===== src/periph_pkg.sv =====
package periph_pkg;

    // Device select, address bits 31 to 24
    localparam logic [7:0] TIMER_ADDR = 8'hc0;
    localparam logic [7:0] UART_ADDR  = 8'h50;
    localparam logic [7:0] IRQ_ADDR   = 8'h80;

    // Timer register offsets, address bits 3 to 2
    localparam logic [1:0] TMR_TIME_LO = 2'd0;
    localparam logic [1:0] TMR_TIME_HI = 2'd1;
    localparam logic [1:0] TMR_CMP_LO  = 2'd2;
    localparam logic [1:0] TMR_CMP_HI  = 2'd3;

    // UART data register; read gives busy in bit 0
    localparam logic [1:0] UART_DATA = 2'd0;

    // Interrupt register offsets
    localparam logic [1:0] IRQ_PENDING = 2'd0;
    localparam logic [1:0] IRQ_ENABLE  = 2'd1;

    // Interrupt sources and their bit positions
    localparam int IRQ_W     = 3;
    localparam int IRQ_TIMER = 0;
    localparam int IRQ_UART  = 1;
    localparam int IRQ_EXT   = 2;

    typedef enum logic [1:0] {
        DEV_NONE,
        DEV_TIMER,
        DEV_UART,
        DEV_IRQ
    } dev_t;

    typedef enum logic {
        BUS_IDLE,
        BUS_ACK
    } bus_state_t;

endpackage

===== src/periph_top.sv =====
`timescale 1ns/100ps

module periph_top #(
    parameter int BAUD_DIV = 104
) (
    input  logic        ck,
    input  logic        i_reset_loop,
    input  logic        i_cyc,
    input  logic        i_we,
    input  logic [31:0] i_adr,
    input  logic [31:0] i_dat,
    input  logic        i_ext_irq,
    output logic        o_ack,
    output logic [31:0] o_rdt,
    output logic        o_tx,
    output logic        o_irq
);

    // Controller to device request lines
    logic        timer_stb;
    logic        uart_stb;
    logic        irq_stb;
    logic        dev_we;
    logic [1:0]  dev_off;
    logic [31:0] dev_wdat;

    // Device read words
    logic [31:0] timer_rdt;
    logic [31:0] uart_rdt;
    logic [31:0] irq_rdt;

    // Interrupt sources
    logic        timer_irq;
    logic        tx_done;

    dbus_ctrl u_ctrl (
        .ck           (ck),
        .i_reset_loop (i_reset_loop),
        .i_cyc        (i_cyc),
        .i_we         (i_we),
        .i_adr        (i_adr),
        .i_dat        (i_dat),
        .i_timer_rdt  (timer_rdt),
        .i_uart_rdt   (uart_rdt),
        .i_irq_rdt    (irq_rdt),
        .o_ack        (o_ack),
        .o_rdt        (o_rdt),
        .o_timer_stb  (timer_stb),
        .o_uart_stb   (uart_stb),
        .o_irq_stb    (irq_stb),
        .o_we         (dev_we),
        .o_off        (dev_off),
        .o_wdat       (dev_wdat)
    );

    mtimer u_timer (
        .ck           (ck),
        .i_reset_loop (i_reset_loop),
        .i_stb        (timer_stb),
        .i_we         (dev_we),
        .i_off        (dev_off),
        .i_wdat       (dev_wdat),
        .o_rdt        (timer_rdt),
        .o_timer_irq  (timer_irq)
    );

    // Only the low byte carries UART data
    uart_tx #(.BAUD_DIV(BAUD_DIV)) u_uart (
        .ck           (ck),
        .i_reset_loop (i_reset_loop),
        .i_stb        (uart_stb),
        .i_we         (dev_we),
        .i_wdat       (dev_wdat[7:0]),
        .o_rdt        (uart_rdt),
        .o_tx         (o_tx),
        .o_tx_done    (tx_done)
    );

    irq_reg u_irq (
        .ck           (ck),
        .i_reset_loop (i_reset_loop),
        .i_stb        (irq_stb),
        .i_we         (dev_we),
        .i_off        (dev_off),
        .i_wdat       (dev_wdat),
        .i_timer_irq  (timer_irq),
        .i_tx_done    (tx_done),
        .i_ext_irq    (i_ext_irq),
        .o_rdt        (irq_rdt),
        .o_irq        (o_irq)
    );

endmodule


===== src/irq_reg.sv =====
`timescale 1ns/100ps

module irq_reg (
    input  logic        ck,
    input  logic        i_reset_loop,
    input  logic        i_stb,
    input  logic        i_we,
    input  logic [1:0]  i_off,
    input  logic [31:0] i_wdat,
    input  logic        i_timer_irq,
    input  logic        i_tx_done,
    input  logic        i_ext_irq,
    output logic [31:0] o_rdt,
    output logic        o_irq
);

    localparam int W = periph_pkg::IRQ_W;

    logic         ext_meta;
    logic         ext_sync;
    logic [W-1:0] src;
    logic [W-1:0] src_q;
    logic [W-1:0] rise;
    logic [W-1:0] clr;
    logic [W-1:0] pending;
    logic [W-1:0] enable;

    always_comb begin
        src                       = '0;
        src[periph_pkg::IRQ_TIMER] = i_timer_irq;
        src[periph_pkg::IRQ_UART]  = i_tx_done;
        src[periph_pkg::IRQ_EXT]   = ext_sync;
    end

    assign rise = src & ~src_q;
    // Write one to clear
    assign clr  = (i_stb && i_we && (i_off == periph_pkg::IRQ_PENDING)) ? i_wdat[W-1:0] : '0;

    always_ff @(posedge ck) begin
        if (i_reset_loop) begin
            ext_meta <= 1'b0;
            ext_sync <= 1'b0;
            src_q    <= '0;
            pending  <= '0;
            enable   <= '0;
            o_irq    <= 1'b0;
        end else begin
            // External pin is asynchronous
            ext_meta <= i_ext_irq;
            ext_sync <= ext_meta;
            src_q    <= src;
            // A new edge beats a clear in the same cycle
            pending  <= (pending & ~clr) | rise;
            if (i_stb && i_we && (i_off == periph_pkg::IRQ_ENABLE)) begin
                enable <= i_wdat[W-1:0];
            end
            o_irq <= |(pending & enable);
        end
    end

    always_comb begin
        case (i_off)
            periph_pkg::IRQ_PENDING: o_rdt = {{(32-W){1'b0}}, pending};
            periph_pkg::IRQ_ENABLE:  o_rdt = {{(32-W){1'b0}}, enable};
            default:                 o_rdt = 32'd0;
        endcase
    end

endmodule


===== src/uart_tx.sv =====
`timescale 1ns/100ps

module uart_tx #(
    parameter int BAUD_DIV = 104
) (
    input  logic        ck,
    input  logic        i_reset_loop,
    input  logic        i_stb,
    input  logic        i_we,
    input  logic [7:0]  i_wdat,
    output logic [31:0] o_rdt,
    output logic        o_tx,
    output logic        o_tx_done
);

    localparam int CNT_W = (BAUD_DIV > 1) ? $clog2(BAUD_DIV) : 1;
    localparam logic [CNT_W-1:0] BAUD_LAST = CNT_W'(BAUD_DIV - 1);

    logic [CNT_W-1:0] baud_cnt;
    logic [3:0]       bit_cnt;
    logic [9:0]       shreg;
    logic             busy;
    logic             bit_end;

    // Last cycle of the current bit
    assign bit_end = busy && (baud_cnt == BAUD_LAST);

    always_ff @(posedge ck) begin
        if (i_reset_loop) begin
            busy     <= 1'b0;
            baud_cnt <= '0;
            bit_cnt  <= 4'd0;
            shreg    <= '1;
        end else if (!busy) begin
            if (i_stb && i_we) begin
                // Stop, data LSB first, start
                shreg    <= {1'b1, i_wdat, 1'b0};
                busy     <= 1'b1;
                baud_cnt <= '0;
                bit_cnt  <= 4'd0;
            end
        end else if (bit_end) begin
            baud_cnt <= '0;
            if (bit_cnt == 4'd9) begin
                busy <= 1'b0;
            end else begin
                bit_cnt <= bit_cnt + 4'd1;
                shreg   <= {1'b1, shreg[9:1]};
            end
        end else begin
            baud_cnt <= baud_cnt + 1'b1;
        end
    end

    // Line idles high, shreg refills with ones
    assign o_tx = shreg[0];

    assign o_tx_done = bit_end && (bit_cnt == 4'd9);

    assign o_rdt = {31'd0, busy};

endmodule


===== src/mtimer.sv =====
`timescale 1ns/100ps

module mtimer (
    input  logic        ck,
    input  logic        i_reset_loop,
    input  logic        i_stb,
    input  logic        i_we,
    input  logic [1:0]  i_off,
    input  logic [31:0] i_wdat,
    output logic [31:0] o_rdt,
    output logic        o_timer_irq
);

    logic [63:0] mtime;
    logic [63:0] mtimecmp;
    logic        wr;

    assign wr = i_stb && i_we;

    // Free running count, a write to either half wins over the increment
    always_ff @(posedge ck) begin
        if (i_reset_loop) begin
            mtime <= 64'd0;
        end else if (wr && (i_off == periph_pkg::TMR_TIME_LO)) begin
            mtime <= {mtime[63:32], i_wdat};
        end else if (wr && (i_off == periph_pkg::TMR_TIME_HI)) begin
            mtime <= {i_wdat, mtime[31:0]};
        end else begin
            mtime <= mtime + 64'd1;
        end
    end

    // Compare starts at all ones so nothing fires out of reset
    always_ff @(posedge ck) begin
        if (i_reset_loop) begin
            mtimecmp <= '1;
        end else if (wr) begin
            case (i_off)
                periph_pkg::TMR_CMP_LO: mtimecmp[31:0]  <= i_wdat;
                periph_pkg::TMR_CMP_HI: mtimecmp[63:32] <= i_wdat;
                default: ;
            endcase
        end
    end

    always_comb begin
        case (i_off)
            periph_pkg::TMR_TIME_LO: o_rdt = mtime[31:0];
            periph_pkg::TMR_TIME_HI: o_rdt = mtime[63:32];
            periph_pkg::TMR_CMP_LO:  o_rdt = mtimecmp[31:0];
            periph_pkg::TMR_CMP_HI:  o_rdt = mtimecmp[63:32];
            default:                 o_rdt = 32'd0;
        endcase
    end

    // Level stays high until compare is moved past time
    assign o_timer_irq = (mtime >= mtimecmp);

endmodule


===== src/dbus_ctrl.sv =====
`timescale 1ns/100ps

module dbus_ctrl (
    input  logic        ck,
    input  logic        i_reset_loop,
    input  logic        i_cyc,
    input  logic        i_we,
    input  logic [31:0] i_adr,
    input  logic [31:0] i_dat,
    input  logic [31:0] i_timer_rdt,
    input  logic [31:0] i_uart_rdt,
    input  logic [31:0] i_irq_rdt,
    output logic        o_ack,
    output logic [31:0] o_rdt,
    output logic        o_timer_stb,
    output logic        o_uart_stb,
    output logic        o_irq_stb,
    output logic        o_we,
    output logic [1:0]  o_off,
    output logic [31:0] o_wdat
);

    periph_pkg::bus_state_t state;
    periph_pkg::dev_t       sel;
    periph_pkg::dev_t       dev;
    logic                   start;
    logic [31:0]            rdt_mux;

    // Address decode on the top byte
    always_comb begin
        case (i_adr[31:24])
            periph_pkg::TIMER_ADDR: dev = periph_pkg::DEV_TIMER;
            periph_pkg::UART_ADDR:  dev = periph_pkg::DEV_UART;
            periph_pkg::IRQ_ADDR:   dev = periph_pkg::DEV_IRQ;
            default:                dev = periph_pkg::DEV_NONE;
        endcase
    end

    // A new request is only taken in idle
    assign start = (state == periph_pkg::BUS_IDLE) && i_cyc;

    // Read word of the device chosen at request time
    always_comb begin
        case (sel)
            periph_pkg::DEV_TIMER: rdt_mux = i_timer_rdt;
            periph_pkg::DEV_UART:  rdt_mux = i_uart_rdt;
            periph_pkg::DEV_IRQ:   rdt_mux = i_irq_rdt;
            default:               rdt_mux = 32'd0;
        endcase
    end

    always_ff @(posedge ck) begin
        if (i_reset_loop) begin
            state       <= periph_pkg::BUS_IDLE;
            sel         <= periph_pkg::DEV_NONE;
            o_timer_stb <= 1'b0;
            o_uart_stb  <= 1'b0;
            o_irq_stb   <= 1'b0;
            o_ack       <= 1'b0;
            o_rdt       <= 32'd0;
        end else begin
            o_timer_stb <= start && (dev == periph_pkg::DEV_TIMER);
            o_uart_stb  <= start && (dev == periph_pkg::DEV_UART);
            o_irq_stb   <= start && (dev == periph_pkg::DEV_IRQ);

            // Ack and data go out together, data is zero otherwise
            o_ack <= (state == periph_pkg::BUS_ACK);
            o_rdt <= (state == periph_pkg::BUS_ACK) ? rdt_mux : 32'd0;

            case (state)
                periph_pkg::BUS_IDLE: begin
                    if (i_cyc) begin
                        state <= periph_pkg::BUS_ACK;
                        sel   <= dev;
                    end
                end
                periph_pkg::BUS_ACK: begin
                    // i_cyc still high here belongs to the same request
                    state <= periph_pkg::BUS_IDLE;
                end
                default: state <= periph_pkg::BUS_IDLE;
            endcase
        end
    end

    // Request payload for the devices
    always_ff @(posedge ck) begin
        if (start) begin
            o_we   <= i_we;
            o_off  <= i_adr[3:2];
            o_wdat <= i_dat;
        end
    end

endmodule


===== config.mk =====
export PLATFORM = sky130hd
export DESIGN_NAME = periph_top
export DESIGN_NICKNAME = d
export VERILOG_FILES = /design/src/periph_pkg.sv /design/src/periph_top.sv /design/src/irq_reg.sv /design/src/uart_tx.sv /design/src/mtimer.sv /design/src/dbus_ctrl.sv
export SDC_FILE = /design/constraint.sdc
export NUM_CORES = 1
export LEC_CHECK = 0
export BUFFER_PORTS_ARGS = -buffer_cell sky130_fd_sc_hd__buf_2
export CAP_MARGIN = 20
export CORE_ASPECT_RATIO = 1.25
export CORE_UTILIZATION = 40
export DETAILED_ROUTE_END_ITERATION = 10
export GPL_ROUTABILITY_DRIVEN = 1
export SETUP_SLACK_MARGIN = 0.02
export SYNTH_ARGS = -nofsm -noshare
export SYNTH_HDL_FRONTEND = slang
export SYNTH_SLANG_ARGS = --single-unit
export TNS_END_PERCENT = 5

===== constraint.sdc =====
create_clock -name ck -period 3.2 [get_ports ck]
set_input_delay 0.64 -clock ck [delete_from_list [all_inputs] [get_ports ck]]
set_output_delay 0.64 -clock ck [all_outputs]
set_load 0.05 [all_outputs]

# ---- Yosys cells after proc, flatten, opt, wreduce, memory -nomap -nowiden
# Cells that the tools add are included.
dict set report classes {
  n_addsub 3
  n_mul 0
  div 0
  n_lt_le_gt_ge 1
  eq_ne 17
  n_shift 0
  muxes 24
  bitwise 7
  n_reduce_logical 21
}
# op n
set ops {}
lappend ops {{one-hot mux 32 bit (4 select lines)} 1}
lappend ops {{one-hot mux 32 bit (3 select lines)} 1}
lappend ops {{adder 64 x 1 -> 64 bit (second input constant)} 1}
lappend ops {{>= comparator 64 bit} 1}
lappend ops {{2-to-1 mux 64 bit} 1}
lappend ops {{2-to-1 mux 10 bit} 4}
lappend ops {{2-to-1 mux 32 bit} 1}
lappend ops {{2-to-1 mux 7 bit} 3}
lappend ops {{equality test 8 bit (second input constant)} 2}
lappend ops {{2-to-1 mux 4 bit} 4}
lappend ops {{logical AND 1 bit} 13}
lappend ops {{equality test 2 bit (second input constant)} 6}
lappend ops {{bitwise AND 3 bit} 3}
lappend ops {{equality test 8 x 7 -> 1 bit (second input constant)} 1}
lappend ops {{adder 7 x 1 -> 7 bit (second input constant)} 1}
lappend ops {{equality test 7 bit (second input constant)} 1}
lappend ops {{equality test 2 x 1 -> 1 bit (second input constant)} 3}
lappend ops {{inverter 3 bit} 2}
lappend ops {{one-hot mux 2 bit (3 select lines)} 1}
lappend ops {{one-hot mux 3 bit (2 select lines)} 1}
lappend ops {{AND reduction 2 bit} 3}
lappend ops {{2-to-1 mux 1 bit} 5}
lappend ops {{adder 4 x 1 -> 4 bit (second input constant)} 1}
lappend ops {{equality test 4 bit (second input constant)} 1}
lappend ops {{other kinds (11)} 12}
dict set report totals {
  reg_bits 236
  latch_bits 0
  ram_bits 0
  mem_bits_ro 0
  in_bits 69
  output_inout_bits 35
  word_cells 97
  memories 0
}

# ---- Logic depth before layout (Yosys ltp)
# Gate-level depths: netlist of the first run.
dict set report depth {
  depth_word 6
  ltp_mapped 9
  depth_no_buf 8
}

# ---- Modules after synthesis
# Synthesis of the first run repeated with hierarchy kept, for this count alone.
dict set report hier_totals {
  hier_cells 1452
  area_unflattened_um2 13741.9
}
# mod instances cells_each area_per_inst_um2 seq_area_each_um2
set modules_own_cells {}
lappend modules_own_cells {mtimer 1 1011 8524.4 2562.5}
lappend modules_own_cells {dbus_ctrl 1 206 3135.5 1831.8}
lappend modules_own_cells {uart_tx 1 154 1315.0 420.4}
lappend modules_own_cells {irq_reg 1 81 767.0 240.2}

# ---- Worst setup path after synthesis of the first run
# Ideal clock, no wire load.
dict set report synth_path {
  path_type {register -> register}
  start {reg u_timer.mtime[0]}
  end {reg u_timer.mtime[40]}
  setup_ns 0.086
  arrival_time_ns 2.069
  required_ns 3.114
  setup_slack_ns 1.046
  path_stages_with_launch 10
  path_buffers 2
  synth_period_minus_slack_ns 2.154
  cell_sequence {dfxtp_1 > ha_1 > nand3_1 > or2_0 > buf_2 > nor4_2 > buf_2 > nand3_1 > xor2_1 > a211oi_1}
}
dict set report synth_via {
  elab_chain_cells 2
}
# element line
set synth_lines {}
lappend synth_lines {{start: declaration} mtimer.sv:14} ;# logic [63:0] mtime;
lappend synth_lines {{start signal: assignment} mtimer.sv:25} ;# mtime <= {mtime[63:32], i_wdat};
lappend synth_lines {{start signal: assignment} mtimer.sv:27} ;# mtime <= {i_wdat, mtime[31:0]};
lappend synth_lines {{start signal: assignment} mtimer.sv:29} ;# mtime <= mtime + 64'd1;
lappend synth_lines {{adder 64 x 1 -> 64 bit} mtimer.sv:29}
lappend synth_lines {{2-to-1 mux 64 bit} mtimer.sv:26} ;# end else if (wr && (i_off == periph_pkg::TMR_TIME_HI)) begin
# Every way passes these cells. The select of a mux whose other input is x is not followed.
# A chain may end at the register's enable or synchronous reset.

# ---- Worst setup path in the final report of the first run
dict set report layout_path {
  start {reg u_timer.mtime[1]}
  end {reg u_timer.mtime[44]}
}
# Same word-level chain as after synthesis.

==> qor.txt, run 1 <==
Status: finished, final reports clean
DP Area: 12960 um2
Required time worst endpoint: 3.66 ns
Drt first pass iters: 5
Total wire length: 33810 um
RSZ-0062 raised after global routing: false
Worst-margin pin slew: 0.7378 ns
CP peak stage delay: 0.53 ns
Sequential-to-total area share from yosys stat: 41.94%
H-tree depth: 1
Syn avg cell area: 9.279 um2
Async SR Flop Fraction: 0%
CP endpoint kind: flop
Post-synth EDFFs: 35
Final nets: 1507
Core Footprint: 29430 um2
Total global-route track usage: 22.38%
Rows: 70
Starting DRC count in detailed routing: 697
Die Wd: 157.3 um
Mean routed wirelength per cell: 18.94 um
Final setup fails: 0
Fraction of layout cells with a size suffix above 1: 16.13%
CTS sink count: 235
IO Count: 104
Yosys warns: 0
Clock Latency Late Sink: 0.55 ns
Antenna Violating Nets Remaining: 0
Setup crit start kind: flop
Chip height: 196.1 um
Post-Syn Nets: 1436
Number of max-cap violations: 0
First-pass GRT wire length: 54120 um
Detailed-route DRC error count: 0
Hold slack: 0.2684 ns
Max Transition Viols Final: 0
Synth Register Bits: 235
Crit-path slowest cell: or2_0
Pin count of the biggest net entering global routing: 63
Vias per std cell: 5.733
N_diodes: 0
Slew margin rel.: 50.36%
WP data arrival: 3.25 ns
Vias: 10230
Root buffer cell: clkbuf_16
Crit path buffers/inverters: 1
# fillers: 2843
Hold Buf Count CTS: 0
TritonCTS clock tree: done
LEAKAGE: 5.843 nW
Total grt overflow: 0
Worst-path clk slew: 0.06 ns
Fmax: 0.3581 GHz
Vias in the first global route: 9983
Initial core utilization: 40.96%
Die area: 30830 um2
Yosys cell types: 70
Final period utilization: 87.26%
Most common cell after layout, fill and taps aside: dfxtp_1
VDD IR-drop max: 0.3251 mV
Hpwl dp: 24000 um
Antenna violations before repair: 0
Num CTS Buffers: 26
Power Dens Cells: 479.0 nW/um2
Mapped Cells: 1299
Fin crit period: 2.792 ns
Hold crit path type: input port to flop
Number of buffers added on ports: 81
Most used flip-flop cell after synthesis: dfxtp_1
Most frequent cells in the layout: 200 x dfxtp_1, 141 x nand2_1, 87 x nor2_1
Gpl congestion: 0.8818
CP Max Fanout: 10
Max Clock Skew: 0.01759 ns
Critical path type: flop to flop
Area growth from synthesis to layout: 15.47%
Mapped cell area: 12050 um2
CP cell instances: ha_1 > nand3_1 > or2_0 > nor4_2 > buf_4 > nand4_1 > mux2_2 > nor3_1
Critical path's top delay family: simple AND/OR/NAND/NOR gates
Postcts setup bufs: 0
Clock Path Buffers: 3
Post-CTS sizing: 0
Finished Cell Area: 13920 um2
Setup Total Neg Slack: 0 ns
Final hold vios: 0
==> final cells by class <==
class	count	area (um2)	area share [%]
repair buffers	121	705.7	5.071
well taps	396	495.5	3.560
flip-flops and latches	235	5055	36.32
clock inverters	14	244.0	1.753
clock buffers	33	708.2	5.089
inverters	76	285.3	2.050
multi-input cells	910	6424	46.16
==> worst paths after layout <==
path               startpoint           endpoint  slack (ns)  depth (start not counted)
max          u_timer.mtime[1]  u_timer.mtime[44]        0.41                          8
min                 i_dat[21]  u_ctrl.o_wdat[21]        0.27                          1
max reg2reg  u_timer.mtime[1]  u_timer.mtime[44]        0.41                          8
min reg2reg    u_irq.ext_meta     u_irq.ext_sync        0.44                          1
==> synthesized netlist by cell type (4+ instances only) <==
| cell | n | area (um2) |
|---|---|---|
| and4_1 | 15 | 131.4 |
| a21o_1 | 15 | 112.6 |
| nand2b_1 | 5 | 31.28 |
| mux2i_1 | 14 | 140.1 |
| o21ai_0 | 57 | 285.3 |
| mux4_2 | 32 | 720.7 |
| nand2_1 | 141 | 529.3 |
| a32oi_1 | 4 | 35.03 |
| mux2_2 | 8 | 90.09 |
| inv_1 | 76 | 285.3 |
| nand4_1 | 31 | 193.9 |
| dfxtp_1 | 200 | 4004 |
| nor3_1 | 33 | 165.2 |
| nor2b_1 | 46 | 287.8 |
| o211ai_1 | 69 | 518.0 |
| nor4_2 | 5 | 62.56 |
| a41oi_1 | 4 | 35.03 |
| nor4_1 | 19 | 118.9 |
| buf_2 | 7 | 35.03 |
| a21oi_1 | 65 | 325.3 |
| and3_1 | 23 | 143.9 |
| o22ai_1 | 4 | 25.02 |
| a211oi_1 | 27 | 202.7 |
| a31oi_1 | 8 | 50.05 |
| xor2_1 | 11 | 96.34 |
| a311oi_1 | 13 | 113.9 |
| edfxtp_1 | 35 | 1051 |
| a221oi_1 | 9 | 78.83 |
| nor2_1 | 91 | 341.6 |
| nand3_1 | 29 | 145.1 |
| clkbuf_1 | 65 | 244.0 |
| nor3b_1 | 5 | 37.54 |
| ha_1 | 68 | 850.8 |
| or3_1 | 7 | 43.79 |
==> logic make-up (layout without fill, tap and decap cells) <==
logic type / after synthesis / after routing / synth area share [%]
AND/OR/NAND/NOR: 471 / 471 / 20.25
flip-flops: 235 / 235 / 41.94
AO/OA/AOI/OAI: 304 / 304 / 16.90
adder cells (fa/ha/maj): 68 / 68 / 7.059
multiplexers: 56 / 56 / 8.076
buffers and inverters: 154 / 244 / 4.972
XOR/XNOR: 11 / 11 / 0.7993
==> state kept, by name, summed over array words and instances (netlist names), 2 cells and up <==
register          flops
u_ctrl.o_off          2
u_ctrl.o_rdt         32
u_ctrl.o_wdat        32
u_ctrl.sel            2
u_irq.enable          3
u_irq.pending         3
u_irq.src_q           3
u_timer.mtime        64
u_timer.mtimecmp     64
u_uart.baud_cnt       7
u_uart.bit_cnt        4
u_uart.shreg          9
==> stage by stage <==
step	cells	setup WS (ns)	power, mW	util [%]
after floorplan	1299	1.046	3.280	-
after global placement	1738	0.5171	3.387	44.06
after detailed placement	1738	0.4710	3.389	44.06
after CTS	1785	0.4513	6.751	47.29
after global routing	1785	0.1871	6.882	47.29
final	1785	0.4075	6.666	47.29
==> per-layer routing <==
metal  global-route usage, %  routed length [um]
met5                       0                   0
met4                   7.731                 952
met3                   3.004                1583
met2                   39.82               17080
met1                   27.39               14190
==> power breakdown <==
group | total (mW) | switching [mW] | leakage, nW | internal [mW]
Combinational | 0.232 | 0.127 | 3.43 | 0.105
Sequential | 3.09 | 0.0512 | 1.95 | 3.04
Clock | 3.35 | 1.23 | 0.461 | 2.12
==> worst register-to-register path, cell delays in order, from the launching register on <==
cell     delay, ns
dfxtp_1       0.43
ha_1          0.23
nand3_1       0.20
or2_0         0.53
nor4_2        0.50
buf_4         0.25
nand4_1       0.13
mux2_2        0.32
nor3_1        0.12
No activity file was read; power rests on OpenSTA's default activity.
==> run 2: changes to the inputs <==
--- a/config.mk
+++ b/config.mk
@@ -11,6 +11,7 @@
 export CORE_UTILIZATION = 40
 export DETAILED_ROUTE_END_ITERATION = 10
 export GPL_ROUTABILITY_DRIVEN = 1
+export MAX_ROUTING_LAYER = met4
 export SETUP_SLACK_MARGIN = 0.02
 export SYNTH_ARGS = -nofsm -noshare
 export SYNTH_HDL_FRONTEND = slang
==> constraint.sdc (replaced) <==
create_clock -name ck -period 3.5 [get_ports ck]
set_input_delay 0.7 -clock ck [delete_from_list [all_inputs] [get_ports ck]]
set_output_delay 0.7 -clock ck [all_outputs]
set_load 0.05 [all_outputs]
==> run 2 against run 1 <==
- power decreased by 11%
- clock power fell by 14%
- combinational power down 9.9%
- flip-flop and latch count did not move
- global-route usage up 0.43 points
==> qor.txt, run 2 (synthesis results as in run 1) <==
Antenna Violating Nets Remaining: 0 (unchanged)
Worst-path clk slew: 0.06 ns (about the same)
Most frequent cells in the layout: 200 x dfxtp_1, 141 x nand2_1, 87 x nor2_1 (unchanged)
Cell Int Power: 4.597 mW (was 5.262 mW)
Post-CTS sizing: 0 (unchanged)
Area growth from synthesis to layout: 14.33% (was 15.47%)
DP Cell Count: 1723 (was 1738)
CP Max Fanout: 8 (was 10)
Slew margin rel.: 34.93% (was 50.36%)
CP endpoint kind: flop (unchanged)
Total grt overflow: 0 (unchanged)
IO Count: 104 (unchanged)
RSZ-0062 raised after global routing: false (unchanged)
Number of max-cap violations: 0 (unchanged)
Fmax: 0.3660 GHz (was 0.3581 GHz)
Final hold vios: 0 (unchanged)
Met2 routed WL: 16770 um (was 17080 um)
Comb power frac: 3.5% (about the same)
Postcts setup bufs: 0 (unchanged)
First-pass GRT wire length: 53760 um (was 54120 um)
Met3 wire length: 1722 um (was 1583 um)
Gpl congestion: 0.8794 (was 0.8818)
Hpwl dp: 23150 um (was 24000 um)
Antenna violations before repair: 0 (unchanged)
Status: finished, final reports clean (unchanged)
Setup crit start kind: flop (unchanged)
Required time worst endpoint: 3.99 ns (was 3.66 ns)
Initial core utilization: 40.96% (unchanged)
N_diodes: 0 (unchanged)
Largest registers: u_timer.mtime (64), u_timer.mtimecmp (64) (unchanged)
Final setup fails: 0 (unchanged)
Max Transition Viols Final: 0 (unchanged)
Seq pwr share: 47.8% (was 46.3%)
Final period utilization: 78.06% (was 87.26%)
WP data arrival: 3.22 ns (was 3.25 ns)
Core Footprint: 29430 um2 (unchanged)
Number of buffers added on ports: 81 (unchanged)
Mean routed wirelength per cell: 19.00 um (was 18.94 um)
Fraction of layout cells with a size suffix above 1: 15.32% (was 16.13%)
Critical path's top delay family: simple AND/OR/NAND/NOR gates (unchanged)
Starting DRC count in detailed routing: 691 (was 697)
Max Clock Skew: 0.01567 ns (was 0.01759 ns)
Chip height: 196.1 um (unchanged)
Crit path buffers/inverters: 0 (was 1)
Sw frac: 22.24% (was 21.07%)
Rows: 70 (unchanged)
Hold Buf Count CTS: 0 (unchanged)
TritonCTS clock tree: done (unchanged)
VDD IR-drop max: 0.3425 mV (was 0.3251 mV)
Vias: 10160 (was 10230)
LEAKAGE: 5.760 nW (was 5.843 nW)
DP Area: 12880 um2 (was 12960 um2)
Total global-route track usage: 22.82% (was 22.38%)
Clock Path Buffers: 3 (unchanged)
# fillers: 2855 (was 2843)
CP cell instances: ha_1 > nand3_1 > or2_0 > nor4_4 > and2_0 > a311o_1 > o2111a_1 (was ha_1 > nand3_1 > or2_0 > nor4_2 > buf_4 > nand4_1 > mux2_2 > nor3_1)
Final std cells w/o fill: 1773 (was 1785)
Power Dens Cells: 429.1 nW/um2 (was 479.0 nW/um2)
Clock power share: 48.7% (was 50.2%)
Total wire length: 33690 um (was 33810 um)
CP peak stage delay: 0.50 ns (was 0.53 ns)
Fin crit period: 2.732 ns (was 2.792 ns)
CTS sink count: 235 (unchanged)
Clock Latency Late Sink: 0.55 ns (about the same)
Root buffer cell: clkbuf_16 (unchanged)
WL met1: 13970 um (was 14190 um)
Final nets: 1494 (was 1507)
Setup Total Neg Slack: 0 ns (unchanged)
Vias in the first global route: 9946 (was 9983)
NetSw: 1.315 mW (was 1.405 mW)
Finished Cell Area: 13780 um2 (was 13920 um2)
Detailed-route DRC error count: 0 (unchanged)
Worst-margin pin slew: 0.9671 ns (was 0.7378 ns)
Critical path type: flop to flop (unchanged)
Finished Core Util: 46.82% (was 47.29%)
Hold crit path type: input port to flop (unchanged)
Most common cell after layout, fill and taps aside: dfxtp_1 (unchanged)
Pin count of the biggest net entering global routing: 63 (unchanged)
Num CTS Buffers: 28 (was 26)
Crit-path slowest cell: or2_0 (unchanged)
Drt first pass iters: 5 (unchanged)
Die Wd: 157.3 um (unchanged)
H-tree depth: 1 (unchanged)
Vias per std cell: 5.732 (was 5.733)
Die area: 30830 um2 (unchanged)
Max layer used: met4 (unchanged)
-- run 2: cell types whose count changed in the layout (fill, tap and decap cells not counted) --
| cell | delta |
|---|---|
| clkbuf_1 | +4 |
| clkinvlp_4 | -1 |
| bufinv_16 | -5 |
| buf_4 | -17 |
| clkinv_1 | -3 |
| clkinv_2 | +1 |
| buf_12 | +2 |
| inv_4 | +2 |
| inv_6 | +1 |
| clkbuf_8 | +2 |
| clkbuf_16 | +2 |
-- run 2: path summary, 6_finish.rpt --
check | startpoint | endpoint | slack [ns] | cells after the start
max | u_timer.mtime[0] | u_timer.mtime[50] | 0.77 | 7
min | i_adr[2] | u_ctrl.o_off[0] | 0.33 | 1
max reg2reg | u_timer.mtime[0] | u_timer.mtime[50] | 0.77 | 7
min reg2reg | u_irq.ext_meta | u_irq.ext_sync | 0.44 | 1
-- run 2: power groups by stage --
stage	Sequential, mW	Combinational [mW]	Clock [mW]
floorplan	2.86	0.138	0
global placement	2.88	0.210	0
detailed placement	2.88	0.213	0
CTS	2.83	0.213	2.95
global route	2.83	0.229	3.08
finish	2.82	0.209	2.88
-- run 2: worst register-to-register path, cell delays in order, from the launching register on --
cell      delay (ns)
dfxtp_1         0.45
ha_1            0.23
nand3_1         0.19
or2_0           0.50
nor4_4          0.44
and2_0          0.44
a311o_1         0.24
o2111a_1        0.18
-- run 2: metrics by stage --
stage | setup WS, ns | power (mW) | hold WS (ns)
6_report | 0.7678 | 5.912 | 0.3256
5_1_grt | 0.5220 | 6.133 | 0.3052
4_1_cts | 0.8025 | 5.989 | 0.3075
3_5_place_dp | 0.8172 | 3.096 | 0.4292
3_3_place_gp | 0.8578 | 3.095 | 0.4222
2_1_floorplan | 1.346 | 2.999 | 0.4138
-- run 2: cell type report --
| class | count | area [um2] | share of cell area, % |
|---|---|---|---|
| Inverter | 76 | 285.3 | 2.070 |
| Tap cell | 396 | 495.5 | 3.596 |
| Clock inverter | 9 | 101.3 | 0.7355 |
| Timing Repair Buffer | 106 | 618.1 | 4.486 |
| Clock buffer | 41 | 800.8 | 5.811 |
| Multi-Input combinational cell | 910 | 6424 | 46.62 |
| Sequential cell | 235 | 5055 | 36.68 |
-- run 2: metal layers --
layer / vias up / GRT usage [%]
met5: - / -
met4: 0 / 8.666
met3: 78 / 3.247
met2: 297 / 38.59
met1: 4864 / 27.25
li1: 4924 / -
==> run 3: changes to the inputs <==
==> constraint.sdc (replaced) <==
create_clock -name ck -period 2.8 [get_ports ck]
set_input_delay 0.56 -clock ck [delete_from_list [all_inputs] [get_ports ck]]
set_output_delay 0.56 -clock ck [all_outputs]
set_load 0.05 [all_outputs]
==> run 3 against run 2 <==
- clock-buffer cell count down 5
- highest routed layer unchanged
- routed wire length up 2.1%
- first-iteration DRC count up 8.7%
- setup slack worse by 0.47 ns
- flip-flop and latch count unchanged
- non-clock buffer count up 45
- largest cell class unchanged
- final cell count up 2.3%
- register-to-register slack worse by 0.47 ns
- die area unchanged
- clock power up 17%
- power up 21%
==> qor.txt, run 3 (synthesis results as in run 1) <==
Critical path type: flop to flop (unchanged)
LEAKAGE: 5.958 nW (was 5.760 nW)
Slew margin rel.: 44.23% (was 34.93%)
Hold crit path type: input port to flop (unchanged)
DP Cell Count: 1768 (was 1723)
Clock Path Buffers: 3 (unchanged)
Seq pwr share: 49.4% (was 47.8%)
Postcts setup bufs: 0 (unchanged)
Rows: 70 (unchanged)
Detailed-route DRC error count: 0 (unchanged)
Cell Int Power: 5.560 mW (was 4.597 mW)
First-pass GRT wire length: 55570 um (was 53760 um)
Number of max-cap violations: 0 (unchanged)
Initial core utilization: 40.96% (unchanged)
Fraction of layout cells with a size suffix above 1: 17.84% (was 15.32%)
Number of buffers added on ports: 81 (unchanged)
Multi-input gate area: 6424 um2 (unchanged)
Most common cell after layout, fill and taps aside: dfxtp_1 (unchanged)
Final setup fails: 0 (unchanged)
Antenna Violating Nets Remaining: 0 (unchanged)
RSZ-0062 raised after global routing: false (unchanged)
Pwr Total: 7.152 mW (was 5.912 mW)
Vias: 10310 (was 10160)
Antenna violations before repair: 0 (unchanged)
Final nets: 1537 (was 1494)
Comb power frac: 3.7% (was 3.5%)
N_diodes: 0 (unchanged)
VDD IR-drop max: 0.4611 mV (was 0.3425 mV)
Root buffer cell: clkbuf_16 (unchanged)
CTS sink count: 235 (unchanged)
Final hold vios: 0 (unchanged)
Chip height: 196.1 um (unchanged)
Power Dens Cells: 509.3 nW/um2 (was 429.1 nW/um2)
Die Wd: 157.3 um (unchanged)
CP endpoint kind: flop (unchanged)
Setup Total Neg Slack: 0 ns (unchanged)
Total global-route track usage: 23.68% (was 22.82%)
Clock power share: 46.9% (was 48.7%)
Vias per std cell: 5.684 (was 5.732)
Required time worst endpoint: 3.25 ns (was 3.99 ns)
Area growth from synthesis to layout: 16.53% (was 14.33%)
Drt first pass iters: 7 (was 5)
Num CTS Buffers: 26 (was 28)
Clock Latency Late Sink: 0.54 ns (was 0.55 ns)
Max Transition Viols Final: 0 (unchanged)
# fillers: 2843 (was 2855)
H-tree depth: 1 (unchanged)
Worst-margin pin slew: 0.8365 ns (was 0.9671 ns)
Post-CTS sizing: 0 (unchanged)
Vias in the first global route: 10250 (was 9946)
Register area: 5055 um2 (unchanged)
Hold depth: 1 (unchanged)
Hpwl dp: 24610 um (was 23150 um)
Total wire length: 34400 um (was 33690 um)
Worst r2r path cells: 7 (unchanged)
Status: finished, final reports clean (unchanged)
TritonCTS clock tree: done (unchanged)
Sw frac: 22.26% (was 22.24%)
Setup crit start kind: flop (unchanged)
Worst-path clk slew: 0.06 ns (about the same)
Max Clock Skew: 0.01042 ns (was 0.01567 ns)
Mean routed wirelength per cell: 18.96 um (was 19.00 um)
Core Footprint: 29430 um2 (unchanged)
Final std cells w/o fill: 1814 (was 1773)
Hold Buf Count CTS: 0 (unchanged)
Final period utilization: 89.50% (was 78.06%)
Fin crit period: 2.506 ns (was 2.732 ns)
Starting DRC count in detailed routing: 751 (was 691)
WP data arrival: 2.96 ns (was 3.22 ns)
IO Count: 104 (unchanged)
CP Max Fanout: 7 (was 8)
Pin count of the biggest net entering global routing: 70 (was 63)
Gpl congestion: 0.9054 (was 0.8794)
Die area: 30830 um2 (unchanged)
Largest registers: u_timer.mtime (64), u_timer.mtimecmp (64) (unchanged)
Fmax: 0.3990 GHz (was 0.3660 GHz)
Most frequent cells in the layout: 200 x dfxtp_1, 141 x nand2_1, 87 x nor2_1 (unchanged)
Total grt overflow: 0 (unchanged)
NetSw: 1.592 mW (was 1.315 mW)
-- run 3: path summary, 6_finish.rpt --
check | endpoint | from | slack [ns]
worst max-delay path | u_timer.mtime[54] | u_timer.mtime[0] | 0.29
worst min-delay path | u_ctrl.o_wdat[0] | i_dat[0] | 0.19
worst max register to register | u_timer.mtime[54] | u_timer.mtime[0] | 0.29
worst min register to register | u_irq.ext_sync | u_irq.ext_meta | 0.46
-- run 3: power by group through the flow --
stage                     clock network (mW)  registers (mW)  logic, mW
final                                   3.36            3.53      0.265
after global routing                    3.59            3.54      0.290
after CTS                               3.46            3.53      0.269
after detailed placement                   0            3.61      0.269
after global placement                     0            3.61      0.266
after floorplan                            0            3.58      0.172
-- run 3: final cells by class --
class                           count  area share [%]
Timing Repair Buffer              151           6.806
Multi-Input combinational cell    910           45.74
Tap cell                          396           3.528
Inverter                           76           2.031
Clock buffer                       36           5.408
Sequential cell                   235           35.99
Clock inverter                     10          0.4989
-- run 3: layer usage --
layer	track usage (%)	share of wire, %	vias up
met5	-	0	-
met4	9.026	3.5	0
met3	3.159	4.6	64
met2	40.27	50	289
met1	28.22	42	4944
li1	-	-	5014
-- run 3: worst max-delay path: stages (launching register included) --
cell and delay (ns):
dfxtp_1 0.45, ha_1 0.23, nand3_1 0.10, or2_0 0.44, nor4_4 0.46, nand2_1 0.14
o311a_1 0.36, nor4_1 0.24
-- run 3: stage by stage --
stage	hold slack [ns]	utilization (%)	cell area (um2)	worst slack [ns]
floorplan	0.4138	-	12050	0.6455
global placement	0.4280	44.91	13220	0.3939
detailed placement	0.4354	44.91	13220	0.3234
CTS	0.1624	47.73	14040	0.3090
global route	0.1645	47.73	14040	0.08091
finish	0.1915	47.73	14040	0.2939
